### src/hdl/spdif_pkg.sv
package spdif_pkg;

    localparam int SAMPLE_W       = 24;
    localparam int HALFBIT_CNT_W  = 5;    // up to 31 clocks per half-bit
    localparam int CSTAT_BITS     = 192;
    localparam int BUF_ADDR_W     = 4;
    localparam int BUF_WORD_W     = 25;   // {chan, sample}
    localparam int UNLOCK_SUBBITS = 128;  // two subframes

    // oldest subbit in the msb, each also accepted inverted
    localparam logic [7:0] SYNC_B = 8'b00010111;
    localparam logic [7:0] SYNC_W = 8'b00011011;
    localparam logic [7:0] SYNC_M = 8'b00011101;

    typedef enum logic [1:0] {
        PRE_NONE,
        PRE_B,
        PRE_M,
        PRE_W
    } preamble_t;

    typedef enum logic [1:0] {
        ARB_IDLE,
        ARB_WR,
        ARB_RD,
        ARB_DONE
    } arb_state_t;

    typedef enum logic [1:0] {
        RD_IDLE,
        RD_MEM,
        RD_ACK
    } rd_state_t;

endpackage

### src/hdl/buf_mem_if.sv
`timescale 1ns/10ps

interface buf_mem_if;
    import spdif_pkg::*;

    logic                  req;
    logic                  we;
    logic [BUF_ADDR_W-1:0] addr;
    logic [BUF_WORD_W-1:0] wdata;
    logic                  ack;
    logic [BUF_WORD_W-1:0] rdata;  // valid while ack is high

    modport requester (
        output req, we, addr, wdata,
        input  ack, rdata
    );

    modport arbiter (
        input  req, we, addr, wdata,
        output ack, rdata
    );

endinterface

### src/hdl/spdif_bmc_decoder.sv
`timescale 1ns/10ps

module spdif_bmc_decoder (
    input  logic                                clk,
    input  logic                                rst,
    input  logic [spdif_pkg::HALFBIT_CNT_W-1:0] clk_per_halfbit_i,
    input  logic                                line_i,
    output logic                                subbit_strobe_o,
    output logic [7:0]                          subbit_hist_o
);
    import spdif_pkg::*;

    logic [1:0] sync_q;
    logic [1:0] filt_q;
    logic       level_q;
    logic       last_level_q;
    logic signed [HALFBIT_CNT_W:0] phase_q;
    logic signed [HALFBIT_CNT_W:0] full_len;
    logic signed [HALFBIT_CNT_W:0] half_len;

    assign full_len = signed'({1'b0, clk_per_halfbit_i});
    assign half_len = signed'({2'b00, clk_per_halfbit_i[HALFBIT_CNT_W-1:1]});

    // two-flop synchronizer, then two samples for the filter
    always_ff @(posedge clk) begin
        sync_q <= {sync_q[0], line_i};
        filt_q <= {filt_q[0], sync_q[1]};
    end

    always_ff @(posedge clk) begin
        if (rst) begin
            level_q         <= 1'b0;
            last_level_q    <= 1'b0;
            phase_q         <= '0;
            subbit_strobe_o <= 1'b0;
            subbit_hist_o   <= '0;
        end else begin
            subbit_strobe_o <= 1'b0;
            last_level_q    <= level_q;
            // one-sample glitches never reach the level
            if (filt_q == 2'b00) begin
                level_q <= 1'b0;
            end else if (filt_q == 2'b11) begin
                level_q <= 1'b1;
            end

            if (level_q != last_level_q) begin
                phase_q <= '0;  // resync on every edge
            end else if (phase_q == half_len - 1) begin
                // mid half-bit, next strobe one full half-bit later
                phase_q         <= half_len - full_len;
                subbit_hist_o   <= {subbit_hist_o[6:0], level_q};
                subbit_strobe_o <= 1'b1;
            end else begin
                phase_q <= phase_q + 1;
            end
        end
    end

    a_strobe_single: assert property (
        @(posedge clk) disable iff (rst)
        subbit_strobe_o |=> !subbit_strobe_o
    );

endmodule

### src/hdl/spdif_frame_sync.sv
`timescale 1ns/10ps

module spdif_frame_sync (
    input  logic                             clk,
    input  logic                             rst,
    input  logic                             subbit_strobe_i,
    input  logic [7:0]                       subbit_hist_i,
    output logic                             sample_valid_o,
    output logic [spdif_pkg::SAMPLE_W-1:0]   sample_o,
    output logic                             chan_o,
    output logic                             locked_o,
    output logic                             parity_err_o,
    output logic [spdif_pkg::CSTAT_BITS-1:0] cstatus_o
);
    import spdif_pkg::*;

    preamble_t                          pre;
    preamble_t                          cur_pre_q;
    logic [5:0]                         sub_cnt_q;
    logic                               cell_bit;
    logic                               cell_done;
    logic                               last_cell;
    logic [SAMPLE_W+3:0]                data_sr_q;  // audio, V, U, C, P
    logic [SAMPLE_W+3:0]                data_nxt;
    logic [$clog2(UNLOCK_SUBBITS)-1:0]  quiet_cnt_q;
    logic [CSTAT_BITS-1:0]              cs_sr_q;

    always_comb begin
        case (subbit_hist_i)
            SYNC_B, ~SYNC_B: pre = PRE_B;
            SYNC_M, ~SYNC_M: pre = PRE_M;
            SYNC_W, ~SYNC_W: pre = PRE_W;
            default:         pre = PRE_NONE;
        endcase
        if (!subbit_strobe_i) begin
            pre = PRE_NONE;
        end
    end

    // a transition inside the cell is a 1
    assign cell_bit  = subbit_hist_i[1] ^ subbit_hist_i[0];
    assign cell_done = subbit_strobe_i && sub_cnt_q[0] && (sub_cnt_q <= 6'(2 * SAMPLE_W + 7));
    assign last_cell = cell_done && (sub_cnt_q == 6'(2 * SAMPLE_W + 7));  // parity cell
    assign data_nxt  = {cell_bit, data_sr_q[SAMPLE_W+3:1]};

    always_ff @(posedge clk) begin
        if (cell_done) begin
            data_sr_q <= data_nxt;
        end
        if (last_cell) begin
            sample_o <= data_nxt[SAMPLE_W-1:0];
        end
    end

    always_ff @(posedge clk) begin
        if (rst) begin
            sub_cnt_q      <= '1;  // parked past the data cells
            cur_pre_q      <= PRE_NONE;
            chan_o         <= 1'b0;
            locked_o       <= 1'b0;
            quiet_cnt_q    <= '0;
            sample_valid_o <= 1'b0;
            parity_err_o   <= 1'b0;
            cs_sr_q        <= '0;
            cstatus_o      <= '0;
        end else begin
            sample_valid_o <= 1'b0;
            parity_err_o   <= 1'b0;

            if (pre != PRE_NONE) begin
                sub_cnt_q   <= '0;
                cur_pre_q   <= pre;
                chan_o      <= (pre == PRE_W);
                locked_o    <= 1'b1;
                quiet_cnt_q <= '0;
                if (pre == PRE_B) begin
                    cstatus_o <= cs_sr_q;  // block boundary
                end
            end else if (subbit_strobe_i) begin
                if (sub_cnt_q != 6'h3f) begin
                    sub_cnt_q <= sub_cnt_q + 6'd1;
                end
                if (locked_o) begin
                    if (quiet_cnt_q == UNLOCK_SUBBITS - 1) begin
                        locked_o    <= 1'b0;
                        quiet_cnt_q <= '0;
                    end else begin
                        quiet_cnt_q <= quiet_cnt_q + 1'b1;
                    end
                end
            end

            // even parity over slots 4..31
            if (last_cell && locked_o) begin
                sample_valid_o <= ~^data_nxt;
                parity_err_o   <= ^data_nxt;
                if (cur_pre_q != PRE_W) begin
                    cs_sr_q <= {data_nxt[SAMPLE_W+2], cs_sr_q[CSTAT_BITS-1:1]};
                end
            end
        end
    end

endmodule

### src/hdl/sample_writer.sv
`timescale 1ns/10ps

module sample_writer (
    input  logic                             clk,
    input  logic                             rst,
    input  logic                             sample_valid_i,
    input  logic [spdif_pkg::SAMPLE_W-1:0]   sample_i,
    input  logic                             chan_i,
    input  logic [spdif_pkg::BUF_ADDR_W:0]   rd_ptr_i,
    buf_mem_if.requester                     mem,
    output logic [spdif_pkg::BUF_ADDR_W:0]   wr_ptr_o,
    output logic                             overflow_o
);
    import spdif_pkg::*;

    logic                  req_q;
    logic [BUF_ADDR_W:0]   wr_ptr_q;
    logic [BUF_WORD_W-1:0] word_q;
    logic                  full;
    logic                  busy;

    // same slot, different lap
    assign full = (wr_ptr_q[BUF_ADDR_W] != rd_ptr_i[BUF_ADDR_W]) &&
                  (wr_ptr_q[BUF_ADDR_W-1:0] == rd_ptr_i[BUF_ADDR_W-1:0]);
    assign busy = req_q || mem.ack;

    always_ff @(posedge clk) begin
        if (sample_valid_i && !busy) begin
            word_q <= {chan_i, sample_i};
        end
    end

    always_ff @(posedge clk) begin
        if (rst) begin
            req_q      <= 1'b0;
            wr_ptr_q   <= '0;
            overflow_o <= 1'b0;
        end else if (req_q && mem.ack) begin
            req_q    <= 1'b0;
            wr_ptr_q <= wr_ptr_q + 1'b1;
        end else if (sample_valid_i) begin
            if (full || busy) begin
                overflow_o <= 1'b1;  // sticky, sample lost
            end else begin
                req_q <= 1'b1;
            end
        end
    end

    assign mem.req   = req_q;
    assign mem.we    = 1'b1;
    assign mem.addr  = wr_ptr_q[BUF_ADDR_W-1:0];
    assign mem.wdata = word_q;
    assign wr_ptr_o  = wr_ptr_q;

    a_req_held: assert property (
        @(posedge clk) disable iff (rst)
        $fell(mem.req) |-> $past(mem.ack)
    );

endmodule

### src/hdl/host_reader.sv
`timescale 1ns/10ps

module host_reader (
    input  logic                             clk,
    input  logic                             rst,
    input  logic                             host_req_i,
    input  logic [spdif_pkg::BUF_ADDR_W:0]   wr_ptr_i,
    buf_mem_if.requester                     mem,
    output logic [spdif_pkg::BUF_ADDR_W:0]   rd_ptr_o,
    output logic                             host_ack_o,
    output logic [spdif_pkg::BUF_WORD_W-1:0] host_data_o
);
    import spdif_pkg::*;

    rd_state_t             state_q;
    logic                  req_q;
    logic [BUF_ADDR_W:0]   rd_ptr_q;
    logic                  empty;

    assign empty = (wr_ptr_i == rd_ptr_q);

    always_ff @(posedge clk) begin
        if (rst) begin
            state_q    <= RD_IDLE;
            req_q      <= 1'b0;
            rd_ptr_q   <= '0;
            host_ack_o <= 1'b0;
        end else begin
            case (state_q)
                RD_IDLE: begin
                    // wait out the previous ack before asking again
                    if (host_req_i && !empty && !mem.ack) begin
                        req_q   <= 1'b1;
                        state_q <= RD_MEM;
                    end
                end
                RD_MEM: begin
                    if (mem.ack) begin
                        host_data_o <= mem.rdata;
                        req_q       <= 1'b0;
                        host_ack_o  <= 1'b1;
                        state_q     <= RD_ACK;
                    end
                end
                RD_ACK: begin
                    if (!host_req_i) begin
                        host_ack_o <= 1'b0;
                        rd_ptr_q   <= rd_ptr_q + 1'b1;  // word consumed
                        state_q    <= RD_IDLE;
                    end
                end
                default: state_q <= RD_IDLE;
            endcase
        end
    end

    assign mem.req   = req_q;
    assign mem.we    = 1'b0;
    assign mem.addr  = rd_ptr_q[BUF_ADDR_W-1:0];
    assign mem.wdata = '0;
    assign rd_ptr_o  = rd_ptr_q;

endmodule

### src/hdl/buf_arbiter.sv
`timescale 1ns/10ps

module buf_arbiter (
    input  logic       clk,
    input  logic       rst,
    buf_mem_if.arbiter wr,
    buf_mem_if.arbiter rd
);
    import spdif_pkg::*;

    arb_state_t            state_q;
    logic                  sel_wr_q;  // writer holds the grant
    logic                  ack_q;
    logic [BUF_WORD_W-1:0] ram [2**BUF_ADDR_W];
    logic [BUF_WORD_W-1:0] rdata_q;
    logic                  access;
    logic                  g_req;
    logic                  g_we;
    logic [BUF_ADDR_W-1:0] g_addr;
    logic [BUF_WORD_W-1:0] g_wdata;

    assign g_req   = sel_wr_q ? wr.req   : rd.req;
    assign g_we    = sel_wr_q ? wr.we    : rd.we;
    assign g_addr  = sel_wr_q ? wr.addr  : rd.addr;
    assign g_wdata = sel_wr_q ? wr.wdata : rd.wdata;
    assign access  = (state_q == ARB_WR) || (state_q == ARB_RD);

    always_ff @(posedge clk) begin
        if (rst) begin
            state_q  <= ARB_IDLE;
            sel_wr_q <= 1'b0;
            ack_q    <= 1'b0;
        end else begin
            case (state_q)
                ARB_IDLE: begin
                    if (wr.req) begin  // writer first
                        sel_wr_q <= 1'b1;
                        state_q  <= ARB_WR;
                    end else if (rd.req) begin
                        sel_wr_q <= 1'b0;
                        state_q  <= ARB_RD;
                    end
                end
                ARB_WR, ARB_RD: begin
                    ack_q   <= 1'b1;
                    state_q <= ARB_DONE;
                end
                ARB_DONE: begin
                    if (ack_q) begin
                        if (!g_req) begin
                            ack_q <= 1'b0;
                        end
                    end else begin
                        state_q <= ARB_IDLE;
                    end
                end
                default: state_q <= ARB_IDLE;
            endcase
        end
    end

    // single port, one access per grant
    always_ff @(posedge clk) begin
        if (access) begin
            if (g_we) begin
                ram[g_addr] <= g_wdata;
            end
            rdata_q <= ram[g_addr];
        end
    end

    assign wr.ack   = ack_q && sel_wr_q;
    assign rd.ack   = ack_q && !sel_wr_q;
    assign wr.rdata = rdata_q;
    assign rd.rdata = rdata_q;

    a_wr_ack_req: assert property (
        @(posedge clk) disable iff (rst)
        $rose(wr.ack) |-> $past(wr.req)
    );

    a_rd_ack_req: assert property (
        @(posedge clk) disable iff (rst)
        $rose(rd.ack) |-> $past(rd.req)
    );

endmodule

### src/hdl/spdif_rx_top.sv
`timescale 1ns/10ps

module spdif_rx_top (
    input  logic                                clk,
    input  logic                                rst,
    input  logic [spdif_pkg::HALFBIT_CNT_W-1:0] clk_per_halfbit_i,
    input  logic                                line_i,
    input  logic                                host_req_i,
    output logic                                host_ack_o,
    output logic [spdif_pkg::BUF_WORD_W-1:0]    host_data_o,
    output logic                                locked_o,
    output logic                                parity_err_o,
    output logic                                overflow_o,
    output logic [spdif_pkg::CSTAT_BITS-1:0]    cstatus_o
);
    import spdif_pkg::*;

    logic                subbit_strobe;
    logic [7:0]          subbit_hist;
    logic                sample_valid;
    logic [SAMPLE_W-1:0] sample;
    logic                chan;
    logic [BUF_ADDR_W:0] wr_ptr;
    logic [BUF_ADDR_W:0] rd_ptr;

    buf_mem_if wr_bus ();
    buf_mem_if rd_bus ();

    spdif_bmc_decoder u_bmc (
        .clk               (clk),
        .rst               (rst),
        .clk_per_halfbit_i (clk_per_halfbit_i),
        .line_i            (line_i),
        .subbit_strobe_o   (subbit_strobe),
        .subbit_hist_o     (subbit_hist)
    );

    spdif_frame_sync u_sync (
        .clk             (clk),
        .rst             (rst),
        .subbit_strobe_i (subbit_strobe),
        .subbit_hist_i   (subbit_hist),
        .sample_valid_o  (sample_valid),
        .sample_o        (sample),
        .chan_o          (chan),
        .locked_o        (locked_o),
        .parity_err_o    (parity_err_o),
        .cstatus_o       (cstatus_o)
    );

    sample_writer u_writer (
        .clk            (clk),
        .rst            (rst),
        .sample_valid_i (sample_valid),
        .sample_i       (sample),
        .chan_i         (chan),
        .rd_ptr_i       (rd_ptr),
        .mem            (wr_bus.requester),
        .wr_ptr_o       (wr_ptr),
        .overflow_o     (overflow_o)
    );

    host_reader u_reader (
        .clk         (clk),
        .rst         (rst),
        .host_req_i  (host_req_i),
        .wr_ptr_i    (wr_ptr),
        .mem         (rd_bus.requester),
        .rd_ptr_o    (rd_ptr),
        .host_ack_o  (host_ack_o),
        .host_data_o (host_data_o)
    );

    // one ram, writer side wins ties
    buf_arbiter u_arb (
        .clk (clk),
        .rst (rst),
        .wr  (wr_bus.arbiter),
        .rd  (rd_bus.arbiter)
    );

endmodule

### config.mk
export PLATFORM = sky130hd
export DESIGN_NAME = spdif_rx_top
export DESIGN_NICKNAME = d
export VERILOG_FILES = /design/src/hdl/spdif_pkg.sv /design/src/hdl/buf_mem_if.sv /design/src/hdl/spdif_bmc_decoder.sv /design/src/hdl/spdif_frame_sync.sv /design/src/hdl/sample_writer.sv /design/src/hdl/host_reader.sv /design/src/hdl/buf_arbiter.sv /design/src/hdl/spdif_rx_top.sv
export SDC_FILE = /design/constraint.sdc
export NUM_CORES = 1
export LEC_CHECK = 0
export ABC_AREA = 1
export BUFFER_PORTS_ARGS = -buffer_cell sky130_fd_sc_hd__buf_2
export CELL_PAD_IN_SITES_DETAIL_PLACEMENT = 1
export CELL_PAD_IN_SITES_GLOBAL_PLACEMENT = 2
export CORE_MARGIN = 2
export CORE_UTILIZATION = 40
export DETAILED_ROUTE_END_ITERATION = 8
export GPL_TIMING_DRIVEN = 0
export PLACE_DENSITY = 0.86
export SETUP_SLACK_MARGIN = 0.15
export SLEW_MARGIN = 20
export SYNTH_ARGS = -nofsm -noshare
export SYNTH_HDL_FRONTEND = slang
export SYNTH_SLANG_ARGS = --single-unit
### constraint.sdc
create_clock -name clk -period 3.7 [get_ports clk]
set_input_delay 0.185 -clock clk [delete_from_list [all_inputs] [get_ports clk]]
set_output_delay 0.185 -clock clk [all_outputs]
set_load 0.01 [all_outputs]
==> summary.txt <==
Clock network
  – Clock Pin Slew Worst Setup and Hold Paths: 0.06 ns
  – Post-CTS Resized: 0
  – Num CTS Buffers: 103
  – TritonCTS clock tree: built
  – H-tree Lvls: 3
  – Clock latency on the worst-skew pair: 0.70 ns
  – Clock root buffer master: clkbuf_16
  – Sink Count: 970
  – CTS Buffer Depth: 3

Critical path
  – Cell Chain, Critical Path: buf_2, o21ai_1, nor2_1, buf_2, inv_1, nor2_4, buf_16
  – Register-to-Register Path Depth: 7
  – WP data arrival: 3.78 ns
  – Reg2Reg Setup Slack: 0.29 ns
  – Most frequent cell on the critical path: buf_2
  – Crit. End Element: register
  – Startpoint Class: register
  – Worst Path Buf+Inv: 4
  – Worst-path maximum fanout: 18
  – Worst reg2reg endpoint: u_arb.ram[14][2]
  – Critical path type: reg2reg
  – Worst EP required: 4.07 ns
  – CP delay by family, top: buffers and inverters
  – Slowest CP cell: nor2_1
  – Worst R2R Start: u_arb.sel_wr_q
  – Critical Path Max Stage Delay: 0.70 ns

Global route
  – First-pass GRT wire length: 160900 um
  – Antenna violations before repair: 1
  – Total grt overflow: 0
  – GR Util All Layers: 21.83%
  – Largest net degree at the start of global routing: 28
  – Vias in the first global route: 28250

Route
  – Vias per Instance: 5.214
  – Wirelength per Cell: 20.13 um
  – Initial drt markers: 1681
  – Total Wirelength: 104400 um
  – Vias: 27040
  – DRC: 0
  – ANT nets after route: 0
  – Pre-antenna DRT Iters: 5

Synthesis
  – Synthesized area per cell: 10.39 um^2
  – Library cells used by synthesis: 34
  – Mapped Nets: 3578
  – YS warnings: 0
  – Cells after Synth: 3547
  – Cell area after synthesis: 36840 um^2
  – Flops & latches, synth: 970
  – Register area share after synthesis: 67.00%

Floorplan
  – Row Count: 111
  – Core area: 91520 um^2
  – Initial Util: 40.25%
  – I/O pins: 230
  – Die X: 307.5 um
  – DIE AREA: 94550 um^2
  – Die Y: 307.5 um

Finish
  – Area used by multi-input combinational logic: 10530 um^2
  – Final instance area: 43670 um^2
  – Share of layout cells above drive strength 1: 15.10%
  – Fill count: 10030
  – Register Area: 24680 um^2
  – Syn-to-layout area delta: 18.52%
  – Final nets: 3943

STA
  – Setup TNS: 0 ns
  – Final setup fails: 0
  – Layout Skew: 0.04076 ns
  – RSZ-0062 raised after global routing: no
  – Max-slew violation count: 0
  – Final Hold Fails: 0
  – Tightest Pin Transition: 1.107 ns
  – Max Clk Rate: 292.8 MHz
  – Tmin final: 3.415 ns
  – Relative max-transition margin: 26.18%
  – Tcrit/Tclk final: 92.29%

Hold path
  – Worst hold-check path type: in2reg
  – Hold path depth: 2
  – Hold wc startpoint: line_i
  – Hold endpoint: u_bmc.sync_q[0]

Placement
  – IO buf count: 228
  – GPL Wtd Cong: 0.7610
  – Placed Area: 40070 um^2
  – Final HPWL DP: 69080 um

Power and ir drop
  – Max VDD drop: 330.2 uV
  – P_leak: 0.01709 uW
  – PD cells: 513.6 nW/um^2

Job
  – Maxcap violations: 0

Run status
  – Status: completed
==> final cells by class <==
class | instances | share of cell area [%]
diodes | 1 | 0.005731
plain buffers | 231 | 2.628
clock buffers | 140 | 6.780
clock inverters | 52 | 1.103
inverters | 165 | 1.418
multi-input cells | 2181 | 24.11
flip-flops and latches | 970 | 56.53
well taps | 1186 | 3.398
repair buffers | 260 | 4.026
==> where the power goes <==
part	internal [uW]	leakage, uW	switching (uW)	total [uW]
logic	151	0.00727	356	507
clock network	6030	0.00169	4390	10400
registers	11500	0.00813	42.8	11500
total	17600	0.0171	4790	22400
==> flip-flops by register name, indices dropped and copies added, names as in the netlist, 2 cells and up <==
register	flops
u_bmc.sync_q	2
u_arb.ram	400
u_bmc.filt_q	2
u_sync.data_sr_q	27
u_bmc.phase_q	6
u_arb.rd.rdata	25
u_arb.state_q	2
u_reader.state_q	2
u_bmc.subbit_hist_o	8
u_sync.cur_pre_q	2
u_sync.quiet_cnt_q	7
u_sync.sub_cnt_q	6
u_writer.wr_ptr_o	5
u_writer.mem.wdata	25
u_sync.cstatus_o	192
u_reader.rd_ptr_o	5
u_sync.sample_o	24
u_reader.host_data_o	25
u_sync.cs_sr_q	192
==> synth_stat cells, drive strengths merged <==
cell      n  area, um^2
o41ai     1       8.760
o21bai    1       7.510
xor2     22       192.7
o21ai   225        1126
nor3    195       975.9
a31oi     1       6.260
nand3b    2       15.01
dfxtp   444        8889
buf     152       850.8
fa        1       20.02
nor3b     1       18.77
nand2   797        3009
a21oi   231        1156
inv     165       619.4
nand4    37       231.5
xnor2     9       78.83
nor2    263        1022
or2       3       18.77
nand3   217        1086
edfxtp  526       15800
o31ai     1       7.510
a22oi   151        1134
nor4      1       6.260
clkbuf   79       296.5
ha       21       262.8
o211ai    1       7.510
==> cell usage in the layout, fill, tap and decap left out, types with 2 or more instances in the layout <==
| master | netlist | layout |
|---|---|---|
| nand2_1 | 792 | 792 |
| edfxtp_1 | 526 | 526 |
| dfxtp_1 | 444 | 444 |
| buf_2 | 113 | 341 |
| nor2_1 | 255 | 237 |
| a21oi_1 | 231 | 231 |
| nand3_1 | 217 | 217 |
| nor3_1 | 195 | 195 |
| inv_1 | 163 | 162 |
| a22oi_1 | 151 | 151 |
| o21ai_0 | 139 | 139 |
| clkbuf_16 | 0 | 106 |
| clkbuf_1 | 79 | 95 |
| o21ai_1 | 86 | 86 |
| buf_4 | 37 | 42 |
| nand4_1 | 37 | 37 |
| xor2_1 | 22 | 22 |
| nor2_4 | 3 | 21 |
| ha_1 | 21 | 20 |
| clkinv_2 | 0 | 18 |
| clkbuf_8 | 0 | 18 |
| clkinv_1 | 0 | 16 |
| buf_16 | 0 | 13 |
| xnor2_1 | 9 | 9 |
| buf_12 | 0 | 8 |
| bufinv_16 | 0 | 6 |
| nor2_2 | 5 | 5 |
| dlygate4sd3_1 | 0 | 5 |
| nand2_2 | 4 | 4 |
| clkinvlp_4 | 0 | 4 |
| or2_2 | 3 | 3 |
| inv_6 | 0 | 3 |
| inv_2 | 2 | 2 |
| buf_1 | 2 | 2 |
| nand3b_1 | 2 | 2 |
| clkinv_4 | 0 | 2 |
| clkinv_16 | 0 | 2 |
==> cells by family (layout without fill, tap and decap cells) <==
group	Yosys count	count (layout)	share of synthesized area, %
xor gates and xnor gates	31	31	0.7370
AOI/OAI and AO/OA	612	612	9.373
other	0	1	0
DFF	970	970	67.00
adders and majority gates	22	22	0.7675
and+or+nand+nor	1516	1516	17.33
buffers and inverters	396	848	4.795
==> per-stage QoR <==
stage / power, uW / instances / setup slack [ns] / util [%] / hold slack, ns
2_1_floorplan: 11990 / 3547 / 0.7160 / - / 0.2127
3_3_place_gp: 12170 / 4961 / -1.276 / 43.12 / 0.2887
3_5_place_dp: 12240 / 4980 / 0.2827 / 43.78 / 0.2919
4_1_cts: 22650 / 5177 / 0.2460 / 47.60 / 0.1013
5_1_grt: 23100 / 5185 / 0.1887 / 47.71 / 0.1634
6_report: 22430 / 5186 / 0.2852 / 47.71 / 0.1430
==> routing by layer <==
metal  up-vias  share of wire [%]  track usage [%]
met5         -                  0                0
met4         0                2.1            5.922
met3       145                4.7            3.565
met2       547                 51            38.85
met1     13370                 43            27.38
li1      12980                  -                -
==> how the worst max path moves through the flow <==
stage	startpoint	endpoint	cells after the start
floorplan	u_arb.state_q[0]	u_arb.ram[13][0]	6
global placement	u_arb.sel_wr_q	u_arb.ram[12][8]	6
detailed placement	u_arb.sel_wr_q	u_arb.ram[5][12]	9
CTS	u_arb.sel_wr_q	u_arb.ram[5][5]	9
global route	u_arb.sel_wr_q	u_arb.ram[10][0]	9
finish	u_arb.sel_wr_q	u_arb.ram[14][2]	7
==> repair_timing <==
action	in CTS	in global routing
endpoints found under the setup margin	0	44
hold buffers	5	0
setup buffers	0	8
hold endpoints to repair	12	0
(Power assumes the default switching activity.)
